--- src/rtl/decode_cfg.svh ---
`ifndef DECODE_CFG_SVH
`define DECODE_CFG_SVH

// Datapath width
`define XLEN 32

// Base opcodes handled by the main decoder
`define OP_R      7'b0110011
`define OP_I_ALU  7'b0010011
`define OP_LOAD   7'b0000011
`define OP_STORE  7'b0100011
`define OP_BRANCH 7'b1100011
`define OP_JAL    7'b1101111
`define OP_JALR   7'b1100111
`define OP_LUI    7'b0110111
`define OP_AUIPC  7'b0010111

// ALU control width and codes
`define ALU_CTRL_W 4
`define ALU_ADD  4'b0000
`define ALU_SUB  4'b0001
`define ALU_SLL  4'b0010
`define ALU_SLT  4'b0011
`define ALU_SLTU 4'b0100
`define ALU_XOR  4'b0101
`define ALU_SRL  4'b0110
`define ALU_SRA  4'b0111
`define ALU_OR   4'b1000
`define ALU_AND  4'b1001

// Bundle value out of reset, everything inactive
`define BUNDLE_RST_VAL '0

`endif

--- src/rtl/decode_pkg.sv ---
`default_nettype none

`include "decode_cfg.svh"

package decode_pkg;

    // Instruction layouts, MSB first
    typedef struct packed {
        logic [6:0] funct7;
        logic [4:0] rs2;
        logic [4:0] rs1;
        logic [2:0] funct3;
        logic [4:0] rd;
        logic [6:0] opcode;
    } r_fmt_t;

    typedef struct packed {
        logic [11:0] imm_11_0;
        logic [4:0]  rs1;
        logic [2:0]  funct3;
        logic [4:0]  rd;
        logic [6:0]  opcode;
    } i_fmt_t;

    typedef struct packed {
        logic [6:0] imm_11_5;
        logic [4:0] rs2;
        logic [4:0] rs1;
        logic [2:0] funct3;
        logic [4:0] imm_4_0;
        logic [6:0] opcode;
    } s_fmt_t;

    typedef struct packed {
        logic       imm_12;
        logic [5:0] imm_10_5;
        logic [4:0] rs2;
        logic [4:0] rs1;
        logic [2:0] funct3;
        logic [3:0] imm_4_1;
        logic       imm_11;
        logic [6:0] opcode;
    } b_fmt_t;

    typedef struct packed {
        logic [19:0] imm_31_12;
        logic [4:0]  rd;
        logic [6:0]  opcode;
    } u_fmt_t;

    typedef struct packed {
        logic       imm_20;
        logic [9:0] imm_10_1;
        logic       imm_11;
        logic [7:0] imm_19_12;
        logic [4:0] rd;
        logic [6:0] opcode;
    } j_fmt_t;

    // Same 32 bits seen through every format
    typedef union packed {
        r_fmt_t r;
        i_fmt_t i;
        s_fmt_t s;
        b_fmt_t b;
        u_fmt_t u;
        j_fmt_t j;
    } instr_u;

    typedef enum logic [2:0] {
        IMM_NONE = 3'd0,
        IMM_I    = 3'd1,
        IMM_S    = 3'd2,
        IMM_B    = 3'd3,
        IMM_J    = 3'd4,
        IMM_U    = 3'd5
    } imm_src_e;

    typedef enum logic [2:0] {
        RES_ALU       = 3'd0,
        RES_MEM       = 3'd1,
        RES_PC_PLUS4  = 3'd2,
        RES_IMM       = 3'd3,
        RES_PC_TARGET = 3'd4
    } result_src_e;

    typedef enum logic [1:0] {
        ALU_OP_ADD     = 2'd0,
        ALU_OP_SUB     = 2'd1,
        ALU_OP_PROCESS = 2'd2,
        ALU_OP_NA      = 2'd3
    } alu_op_e;

    typedef enum logic [1:0] {
        BR_NONE   = 2'd0,
        BR_BRANCH = 2'd1,
        BR_JUMP   = 2'd2
    } branch_op_e;

    typedef enum logic [1:0] {
        PC_BASE_NA   = 2'd0,
        PC_BASE_PC   = 2'd1,
        PC_BASE_SRCA = 2'd2
    } pc_base_e;

    // Main decoder output
    typedef struct packed {
        logic        reg_write;
        imm_src_e    imm_src;
        logic        alu_src;
        logic        mem_write;
        result_src_e result_src;
        branch_op_e  branch_op;
        alu_op_e     alu_op;
        logic        width_op;
        pc_base_e    pc_base;
    } ctrl_t;

    // Decode-to-execute boundary
    typedef struct packed {
        logic                   valid;
        logic                   illegal;
        ctrl_t                  ctrl;
        logic [`ALU_CTRL_W-1:0] alu_ctrl;
        logic [`XLEN-1:0]       imm;
        logic [4:0]             rd;
        logic [4:0]             rs1;
        logic [4:0]             rs2;
        logic [2:0]             funct3;
    } bundle_t;

endpackage

`default_nettype wire

--- src/rtl/alu_decoder.sv ---
`default_nettype none

`include "decode_cfg.svh"

module alu_decoder (
    input  decode_pkg::alu_op_e     alu_op_i,
    input  logic [2:0]              funct3_i,
    input  logic                    funct7_5_i,
    input  logic                    op_5_i,
    output logic [`ALU_CTRL_W-1:0]  alu_ctrl_o
);

    logic is_sub;

    // Only R-type has opcode bit 5 set among the ALU classes
    assign is_sub = op_5_i & funct7_5_i;

    always_comb begin
        case (alu_op_i)
            decode_pkg::ALU_OP_ADD: alu_ctrl_o = `ALU_ADD;
            decode_pkg::ALU_OP_SUB: alu_ctrl_o = `ALU_SUB;
            decode_pkg::ALU_OP_PROCESS: begin
                case (funct3_i)
                    3'b000:  alu_ctrl_o = is_sub ? `ALU_SUB : `ALU_ADD;
                    3'b001:  alu_ctrl_o = `ALU_SLL;
                    3'b010:  alu_ctrl_o = `ALU_SLT;
                    3'b011:  alu_ctrl_o = `ALU_SLTU;
                    3'b100:  alu_ctrl_o = `ALU_XOR;
                    // srai also carries bit 30, so no opcode check here
                    3'b101:  alu_ctrl_o = funct7_5_i ? `ALU_SRA : `ALU_SRL;
                    3'b110:  alu_ctrl_o = `ALU_OR;
                    default: alu_ctrl_o = `ALU_AND;
                endcase
            end
            // ALU unused by the instruction
            default: alu_ctrl_o = `ALU_ADD;
        endcase
    end

endmodule

`default_nettype wire

--- src/rtl/decode_bundle_reg.sv ---
`default_nettype none

`include "decode_cfg.svh"

module decode_bundle_reg (
    input  logic                    clk,
    input  logic                    arst_n_i,
    input  logic                    valid_i,
    input  logic                    flush_i,
    input  logic                    illegal_i,
    input  decode_pkg::ctrl_t       ctrl_i,
    input  logic [`ALU_CTRL_W-1:0]  alu_ctrl_i,
    input  logic [`XLEN-1:0]        imm_i,
    input  decode_pkg::instr_u      instr_i,
    output decode_pkg::bundle_t     bundle_o
);

    logic                live;
    decode_pkg::bundle_t bundle_d;

    assign live = valid_i & ~flush_i;

    always_comb begin
        bundle_d          = '0;
        bundle_d.valid    = live;
        bundle_d.illegal  = illegal_i;
        bundle_d.ctrl     = ctrl_i;
        bundle_d.alu_ctrl = alu_ctrl_i;
        bundle_d.imm      = imm_i;
        // Register fields sit at the same place in every format
        bundle_d.rd       = instr_i.r.rd;
        bundle_d.rs1      = instr_i.r.rs1;
        bundle_d.rs2      = instr_i.r.rs2;
        bundle_d.funct3   = instr_i.r.funct3;

        // Kill anything with an architectural side effect
        bundle_d.ctrl.reg_write = ctrl_i.reg_write & live;
        bundle_d.ctrl.mem_write = ctrl_i.mem_write & live;
        if (!live) begin
            bundle_d.ctrl.branch_op = decode_pkg::BR_NONE;
        end
    end

    always_ff @(posedge clk or negedge arst_n_i) begin
        if (!arst_n_i) begin
            bundle_o <= `BUNDLE_RST_VAL;
        end else begin
            bundle_o <= bundle_d;
        end
    end

endmodule

`default_nettype wire

--- src/rtl/decode_stage.sv ---
`default_nettype none

`include "decode_cfg.svh"

module decode_stage (
    input  logic                clk,
    input  logic                arst_n_i,
    input  logic [`XLEN-1:0]    instr_i,
    input  logic                valid_i,
    input  logic                flush_i,
    output decode_pkg::bundle_t bundle_o
);

    decode_pkg::instr_u     instr;
    decode_pkg::ctrl_t      ctrl;
    logic                   illegal;
    logic [`ALU_CTRL_W-1:0] alu_ctrl;
    logic [`XLEN-1:0]       imm;

    assign instr = instr_i;

    main_decoder u_main_decoder (
        .op_i      (instr.r.opcode),
        .ctrl_o    (ctrl),
        .illegal_o (illegal)
    );

    alu_decoder u_alu_decoder (
        .alu_op_i   (ctrl.alu_op),
        .funct3_i   (instr.r.funct3),
        .funct7_5_i (instr.r.funct7[5]),
        .op_5_i     (instr.r.opcode[5]),
        .alu_ctrl_o (alu_ctrl)
    );

    imm_extend u_imm_extend (
        .instr_i   (instr),
        .imm_src_i (ctrl.imm_src),
        .imm_o     (imm)
    );

    decode_bundle_reg u_bundle_reg (
        .clk        (clk),
        .arst_n_i   (arst_n_i),
        .valid_i    (valid_i),
        .flush_i    (flush_i),
        .illegal_i  (illegal),
        .ctrl_i     (ctrl),
        .alu_ctrl_i (alu_ctrl),
        .imm_i      (imm),
        .instr_i    (instr),
        .bundle_o   (bundle_o)
    );

endmodule

`default_nettype wire

--- src/rtl/imm_extend.sv ---
`default_nettype none

`include "decode_cfg.svh"

module imm_extend (
    input  decode_pkg::instr_u   instr_i,
    input  decode_pkg::imm_src_e imm_src_i,
    output logic [`XLEN-1:0]     imm_o
);

    // Every format keeps its sign in instruction bit 31
    always_comb begin
        case (imm_src_i)
            decode_pkg::IMM_I: begin
                imm_o = {{20{instr_i.i.imm_11_0[11]}}, instr_i.i.imm_11_0};
            end
            decode_pkg::IMM_S: begin
                imm_o = {{20{instr_i.s.imm_11_5[6]}},
                         instr_i.s.imm_11_5,
                         instr_i.s.imm_4_0};
            end
            // Branch offsets are in halfwords
            decode_pkg::IMM_B: begin
                imm_o = {{19{instr_i.b.imm_12}},
                         instr_i.b.imm_12,
                         instr_i.b.imm_11,
                         instr_i.b.imm_10_5,
                         instr_i.b.imm_4_1,
                         1'b0};
            end
            decode_pkg::IMM_J: begin
                imm_o = {{11{instr_i.j.imm_20}},
                         instr_i.j.imm_20,
                         instr_i.j.imm_19_12,
                         instr_i.j.imm_11,
                         instr_i.j.imm_10_1,
                         1'b0};
            end
            // Upper 20 bits, low 12 zero
            decode_pkg::IMM_U: begin
                imm_o = {instr_i.u.imm_31_12, 12'b0};
            end
            default: imm_o = '0;
        endcase
    end

endmodule

`default_nettype wire

--- src/rtl/main_decoder.sv ---
`default_nettype none

`include "decode_cfg.svh"

module main_decoder (
    input  logic [6:0]        op_i,
    output decode_pkg::ctrl_t ctrl_o,
    output logic              illegal_o
);

    // Field order: reg_write, imm_src, alu_src, mem_write, result_src,
    // branch_op, alu_op, width_op, pc_base
    always_comb begin
        illegal_o = 1'b0;
        case (op_i)
            `OP_R: ctrl_o = '{
                1'b1, decode_pkg::IMM_NONE, 1'b0, 1'b0, decode_pkg::RES_ALU,
                decode_pkg::BR_NONE, decode_pkg::ALU_OP_PROCESS, 1'b0, decode_pkg::PC_BASE_NA
            };
            `OP_I_ALU: ctrl_o = '{
                1'b1, decode_pkg::IMM_I, 1'b1, 1'b0, decode_pkg::RES_ALU,
                decode_pkg::BR_NONE, decode_pkg::ALU_OP_PROCESS, 1'b0, decode_pkg::PC_BASE_NA
            };
            // Width follows funct3 for memory accesses
            `OP_LOAD: ctrl_o = '{
                1'b1, decode_pkg::IMM_I, 1'b1, 1'b0, decode_pkg::RES_MEM,
                decode_pkg::BR_NONE, decode_pkg::ALU_OP_ADD, 1'b1, decode_pkg::PC_BASE_NA
            };
            `OP_STORE: ctrl_o = '{
                1'b0, decode_pkg::IMM_S, 1'b1, 1'b1, decode_pkg::RES_ALU,
                decode_pkg::BR_NONE, decode_pkg::ALU_OP_ADD, 1'b1, decode_pkg::PC_BASE_NA
            };
            // Compare by subtraction, target from PC
            `OP_BRANCH: ctrl_o = '{
                1'b0, decode_pkg::IMM_B, 1'b0, 1'b0, decode_pkg::RES_ALU,
                decode_pkg::BR_BRANCH, decode_pkg::ALU_OP_SUB, 1'b0, decode_pkg::PC_BASE_PC
            };
            `OP_JAL: ctrl_o = '{
                1'b1, decode_pkg::IMM_J, 1'b0, 1'b0, decode_pkg::RES_PC_PLUS4,
                decode_pkg::BR_JUMP, decode_pkg::ALU_OP_NA, 1'b0, decode_pkg::PC_BASE_PC
            };
            // Target base is rs1 rather than PC
            `OP_JALR: ctrl_o = '{
                1'b1, decode_pkg::IMM_I, 1'b0, 1'b0, decode_pkg::RES_PC_PLUS4,
                decode_pkg::BR_JUMP, decode_pkg::ALU_OP_NA, 1'b0, decode_pkg::PC_BASE_SRCA
            };
            `OP_LUI: ctrl_o = '{
                1'b1, decode_pkg::IMM_U, 1'b0, 1'b0, decode_pkg::RES_IMM,
                decode_pkg::BR_NONE, decode_pkg::ALU_OP_NA, 1'b0, decode_pkg::PC_BASE_NA
            };
            `OP_AUIPC: ctrl_o = '{
                1'b1, decode_pkg::IMM_U, 1'b0, 1'b0, decode_pkg::RES_PC_TARGET,
                decode_pkg::BR_NONE, decode_pkg::ALU_OP_NA, 1'b0, decode_pkg::PC_BASE_PC
            };
            // System, fence and anything unknown
            default: begin
                ctrl_o    = '0;
                illegal_o = 1'b1;
            end
        endcase
    end

endmodule

`default_nettype wire
--- config.mk ---
export PLATFORM = sky130hd
export DESIGN_NAME = decode_stage
export DESIGN_NICKNAME = d
export VERILOG_FILES = /design/src/rtl/decode_pkg.sv /design/src/rtl/alu_decoder.sv /design/src/rtl/decode_bundle_reg.sv /design/src/rtl/decode_stage.sv /design/src/rtl/imm_extend.sv /design/src/rtl/main_decoder.sv
export VERILOG_INCLUDE_DIRS = /design/src /design/src/rtl
export SDC_FILE = /design/constraint.sdc
export NUM_CORES = 1
export LEC_CHECK = 0
export BUFFER_PORTS_ARGS = -buffer_cell sky130_fd_sc_hd__buf_4
export CELL_PAD_IN_SITES_DETAIL_PLACEMENT = 2
export CELL_PAD_IN_SITES_GLOBAL_PLACEMENT = 2
export CORE_ASPECT_RATIO = 1.75
export CORE_MARGIN = 1
export CORE_UTILIZATION = 30
export DETAILED_ROUTE_END_ITERATION = 6
export GPL_ROUTABILITY_DRIVEN = 0
export PLACE_DENSITY = 0.83
export SLEW_MARGIN = 40
export SYNTH_ARGS = -nofsm -noshare
export SYNTH_HDL_FRONTEND = slang
export SYNTH_HIERARCHICAL = 1
export SYNTH_SLANG_ARGS = --single-unit
--- constraint.sdc ---
create_clock -name clk -period 0.8 [get_ports clk]
set_clock_uncertainty 0.15 [all_clocks]
set_input_delay 0.12 -clock clk [delete_from_list [all_inputs] [get_ports clk]]
set_output_delay 0.12 -clock clk [all_outputs]
set_load 0.005 [all_outputs]
==> results of run 1 <==
==> cells by family after synthesis <==
kind of cell	count (synthesis)
AND/OR/NAND/NOR	65
buffers and inverters	16
adder cells (fa/ha/maj)	2
XOR/XNOR	3
flip-flops	72
AO/OA/AOI/OAI	45
multiplexers	3
==> through the flow <==
stage,utilization [%],setup TNS (ns)
global placement,46.08,-44.59
CTS,58.17,-48.11
floorplan,-,-36.55
detailed placement,46.08,-47.73
==> what timing repair did <==
action / in CTS
hold buffers: 12
cloned: 3
endpoints found under the setup margin: 125
pin swaps: 15
buffers inserted: 10
gates resized for setup: 138
endpoints found under the hold margin: 129
==> key figures, run 1 <==
Logic synthesis
  – Synth top cells by count: dfrtp_1, nand2_1, nor2_1
  – Synthesized net count: 244
  – Ys Warns: 6
  – Cell taking the most area after synthesis: dfrtp_1
  – Cells after synthesis: 206
  – Cells taking the most area after synthesis: dfrtp_1, a311o_1, a21o_1, nand2_1, and3b_1
  – Synth Flop Type: dfrtp_1
  – Count of different cell masters after synthesis: 38
  – Register bit total from synthesis: 72
  – Syn_area_per_cell: about 13 um2
  – Most frequent cell after synthesis: dfrtp_1
  – Post-Synth XOR/XNOR Area: less than 1%
  – Area share of fa/ha/maj cells after synthesis: 0.9337%
  – Seq/Total Area, Yosys: 67.23%
  – Number of synthesized flops with an enable pin: 0
  – Post-synth top area share: 67.23%
  – Syn Std Cell Area: 2680 um2
  – Portion of netlist area occupied by mux cells: 1.214%
  – Async SR Flop Fraction: between 90% and 100%
  – Synth Area in Simple Gates: a little over an eighth
  – Largest family of logic cells by synthesized area: simple AND/OR/NAND/NOR gates
  – Synth Area in Compound Gates: about 13%

Run status
  – Fail Step: global routing (5_1_grt)
  – Status: stopped before the end
  – Run Error: [ERROR DPL-0033] detailed placement checks failed during check placement.

Die
  – Starting density of the core: 30.91%
  – Die width: 73.45 um
  – Height of the die: approximately 130 um
  – Row cnt: 45
  – IO Pins: 108

STA
  – Worst End Pin Type: register input
  – GRT worst endpoint: u_bundle_reg/bundle_o[21]$_DFF_PN0_/D

Clock tree
  – Maximum level of the CTS H-tree: 3
  – Clock root buffer: clkbuf_16
  – Clock buffer depth: 2
  – TritonCTS Buffers: 9
  – Clk sink count: 72

Place
  – Final HPWL DP: 7069 um
  – Placed Cells: 465
  – DP Worst Slack: -1.173 ns
  – PortBufs: 107
  – Post-DP Area: around 4000 um2

Global routing
  – Initial antenna violation count: 1
  – Largest net degree at the start of global routing: 56
==> run 2: changes to the inputs <==
--- a/config.mk
+++ b/config.mk
@@ -7,14 +7,11 @@
 export NUM_CORES = 1
 export LEC_CHECK = 0
 export BUFFER_PORTS_ARGS = -buffer_cell sky130_fd_sc_hd__buf_4
-export CELL_PAD_IN_SITES_DETAIL_PLACEMENT = 2
-export CELL_PAD_IN_SITES_GLOBAL_PLACEMENT = 2
-export CORE_ASPECT_RATIO = 1.75
 export CORE_MARGIN = 1
-export CORE_UTILIZATION = 30
+export CORE_UTILIZATION = 40
 export DETAILED_ROUTE_END_ITERATION = 6
 export GPL_ROUTABILITY_DRIVEN = 0
-export PLACE_DENSITY = 0.83
+export PLACE_DENSITY_LB_ADDON = 0.15
 export SLEW_MARGIN = 40
 export SYNTH_ARGS = -nofsm -noshare
 export SYNTH_HDL_FRONTEND = slang
==> run 2 against run 1 <==
The flow now finishes, with violations (design-rule violations, negative hold slack, negative setup slack). Synthesized cell count unchanged. Area after synthesis unchanged.
==> key figures, run 2 <==
Run status
  – Status: finished with violations
  – Violated checks: design-rule violations, negative hold slack, negative setup slack

Route
  – Antenna-violating nets left: 0
  – Starting DRC count in detailed routing: 165
  – Wirelength per Cell: 16.26 um
  – # DRC: 20
  – Post-Route WL: 7673 um
  – Vias per inst: 5.097
  – DRT Pass-1 Iters: 6
  – Vias post-DR: 2406

Setup path
  – CP Class: input port to register
  – Startpoint Class: input port
  – Slowest CP cell: or3b_4
  – Crit path DAT: approximately 1.6 ns
  – Largest fanout on the critical path: 6
  – Critical Path RT: 0.86 ns
  – Worst Path Buf+Inv: 2
  – Crit. path cell count: 6
  – CP peak stage delay: 0.43 ns
  – Top cell family by delay on the critical path: simple AND/OR/NAND/NOR gates
  – Worst setup EP type: register
  – CP cell instances: buf_8 -> or3b_4 -> a21oi_4 -> buf_6 -> and3b_2 -> a311o_1

Layout
  – Ant diodes: 0
  – Area grow syn2layout: 88.94%
  – Final instance area: 5064 um2
  – Nets: about 430
  – Register bank with the most flops: u_bundle_reg/bundle_o
  – Max FFs per register: 72
  – Commonest non-fill, non-tap cell in the layout: buf_6
  – Layout cells sized above 1: about three fifths
  – Final Util: roughly 79%
  – Most frequent cells in the layout: buf_6, dfrtp_1, buf_4, nand2_1
  – Top flop regs: u_bundle_reg/bundle_o (72)

Die
  – DIE AREA: 7032 um2
  – Starting density of the core: 41.73%
  – Core area: 6422 um2
  – Die width: roughly 84 um
  – Row cnt: 29
  – IO Pins: 108
  – Height of the die: between 80 and 90 um

Power and ir drop
  – Leakage: 2.499 nW
  – Maximum VDD drop: 1.060 mV
  – Cell area power density: 1512 nW/um2

Hold path
  – Hold WC Path Type: input port to register
  – Hold Crit Depth: 2

Clock tree
  – Clock transition at path regs: roughly 0.07 ns
  – Clk sink count: 72
  – # hold bufs at CTS: 11
  – CTS tree: yes
  – Clock root buffer: clkbuf_8
  – Maximum level of the CTS H-tree: 3
  – TritonCTS Buffers: 9
  – Clock buffer depth: 2

Global routing
  – Tot GR Track Use: ~22%
  – GR Util met1: roughly 28%
  – Met3 Use GR: 4.946%
  – Largest net degree at the start of global routing: 34
  – First-pass GRT wire length: 12080 um
  – Global route hottest layer: met2
  – Vias in the first global route: between 2000 and 2500
  – Total gr overflow: 0
  – Grt met2 use: 38.75%
  – Initial antenna violation count: 0

Logic synthesis
  – Syn_area_per_cell: 13.01 um2
  – Syn Std Cell Area: about 2700 um2
  – Async SR Flop Fraction: 100.0%
  – Seq/Total Area, Yosys: 67.23%
  – Most frequent cell after synthesis: dfrtp_1
  – Cells taking the most area after synthesis: dfrtp_1, a311o_1, a21o_1, nand2_1, and3b_1
  – Cells after synthesis: 206
  – Register bit total from synthesis: between 70 and 80
  – Synth top cells by count: dfrtp_1, nand2_1, nor2_1
  – Number of synthesized flops with an enable pin: 0
  – Ys Warns: 6
  – Post-synth top area share: approximately 67%
  – Synthesized net count: 244
  – Count of different cell masters after synthesis: 38
  – Cell taking the most area after synthesis: dfrtp_1
  – Synth Flop Type: dfrtp_1

STA
  – Final Critical Period: 1.514 ns
  – Final Worst Setup Slack: -0.7136 ns
  – Slew HR: 75.83%
  – Worst Hold Margin: -0.1772 ns
  – # setup viols final: 122
  – Fmax: roughly 660 MHz
  – Max-slew violations: 0
  – RSZ-0062 raised after global routing: true
  – Tightest Pin Transition: 0.3613 ns
  – Final worst path period share: 189.2%
  – Final Hold Vio Count: 42

Place
  – PortBufs: 107
  – Final HPWL DP: 4795 um
  – Post-DP Area: 4033 um2

Job
  – Max cap viols: 0
run 2: area by class of cell:
cell class | instances | area (um2)
timing repair buffer | 184 | 1904
sequential | 72 | 1802
fill | 385 | 1359
multi-input combinational | 120 | 1059
clock buffer | 12 | 145.1
tap | 77 | 96.34
clock inverter | 3 | 42.54
inverter | 4 | 15.01
run 2: per-layer routing:
layer  part of all wire (%)  up-vias
li1                       -     1092
met2                     53      121
met5                      0        -
met1                     39     1185
met3                    7.1        8
met4                    1.1        0
run 2: cells by family (layout without fill, tap and decap cells):
kind of cell | after synthesis | in the layout | synth area share (%)
adder cells (fa/ha/maj) | 2 | 2 | 0.9336
AND/OR/NAND/NOR | 65 | 66 | 13.59
flip-flops | 72 | 72 | 67.23
buffers and inverters | 16 | 203 | 3.314
AO/OA/AOI/OAI | 45 | 46 | 12.75
multiplexers | 3 | 3 | 1.214
XOR/XNOR | 3 | 3 | 0.9806
run 2: repair_timing:
action	in CTS	in global routing
setup endpoints to repair	122	124
hold endpoints to repair	135	39
resized for setup	111	36
pin swaps	11	18
gates cloned	4	0
buffers inserted	6	8
run 2: final timing paths:
kind | start | endpoint | slack (ns)
setup / recovery | instr_i[6] | u_bundle_reg/bundle_o[44] | -0.71
hold / removal | flush_i | u_bundle_reg/bundle_o[71] | -0.18
max in group asynchronous | arst_n_i | u_bundle_reg/bundle_o[2] | 0.15
min in group asynchronous | arst_n_i | u_bundle_reg/bundle_o[66] | 0.15
run 2: stage by stage:
stage | total power [W] | TNS, ns | std cells | setup slack, ns
5_1_grt | 0.007945 | -49.12 | 472 | -0.7202
4_1_cts | 0.007640 | -44.88 | 465 | -0.6810
6_report | 0.007654 | -45.40 | 472 | -0.7136
3_5_place_dp | 0.004684 | -44.21 | 430 | -1.123
2_1_floorplan | 0.004078 | -36.55 | 206 | -1.054
3_3_place_gp | 0.004673 | -42.90 | 430 | -1.090
run 2: where the power goes:
group / switching [W] / total (W) / internal, W / leakage [nW]
logic: 0.000443 / 0.00109 / 0.000652 / 1.45
registers: 0.0000516 / 0.00379 / 0.00374 / 0.953
clock network: 0.00126 / 0.00277 / 0.00151 / 0.0925
No activity file was read; power rests on OpenSTA's default activity.
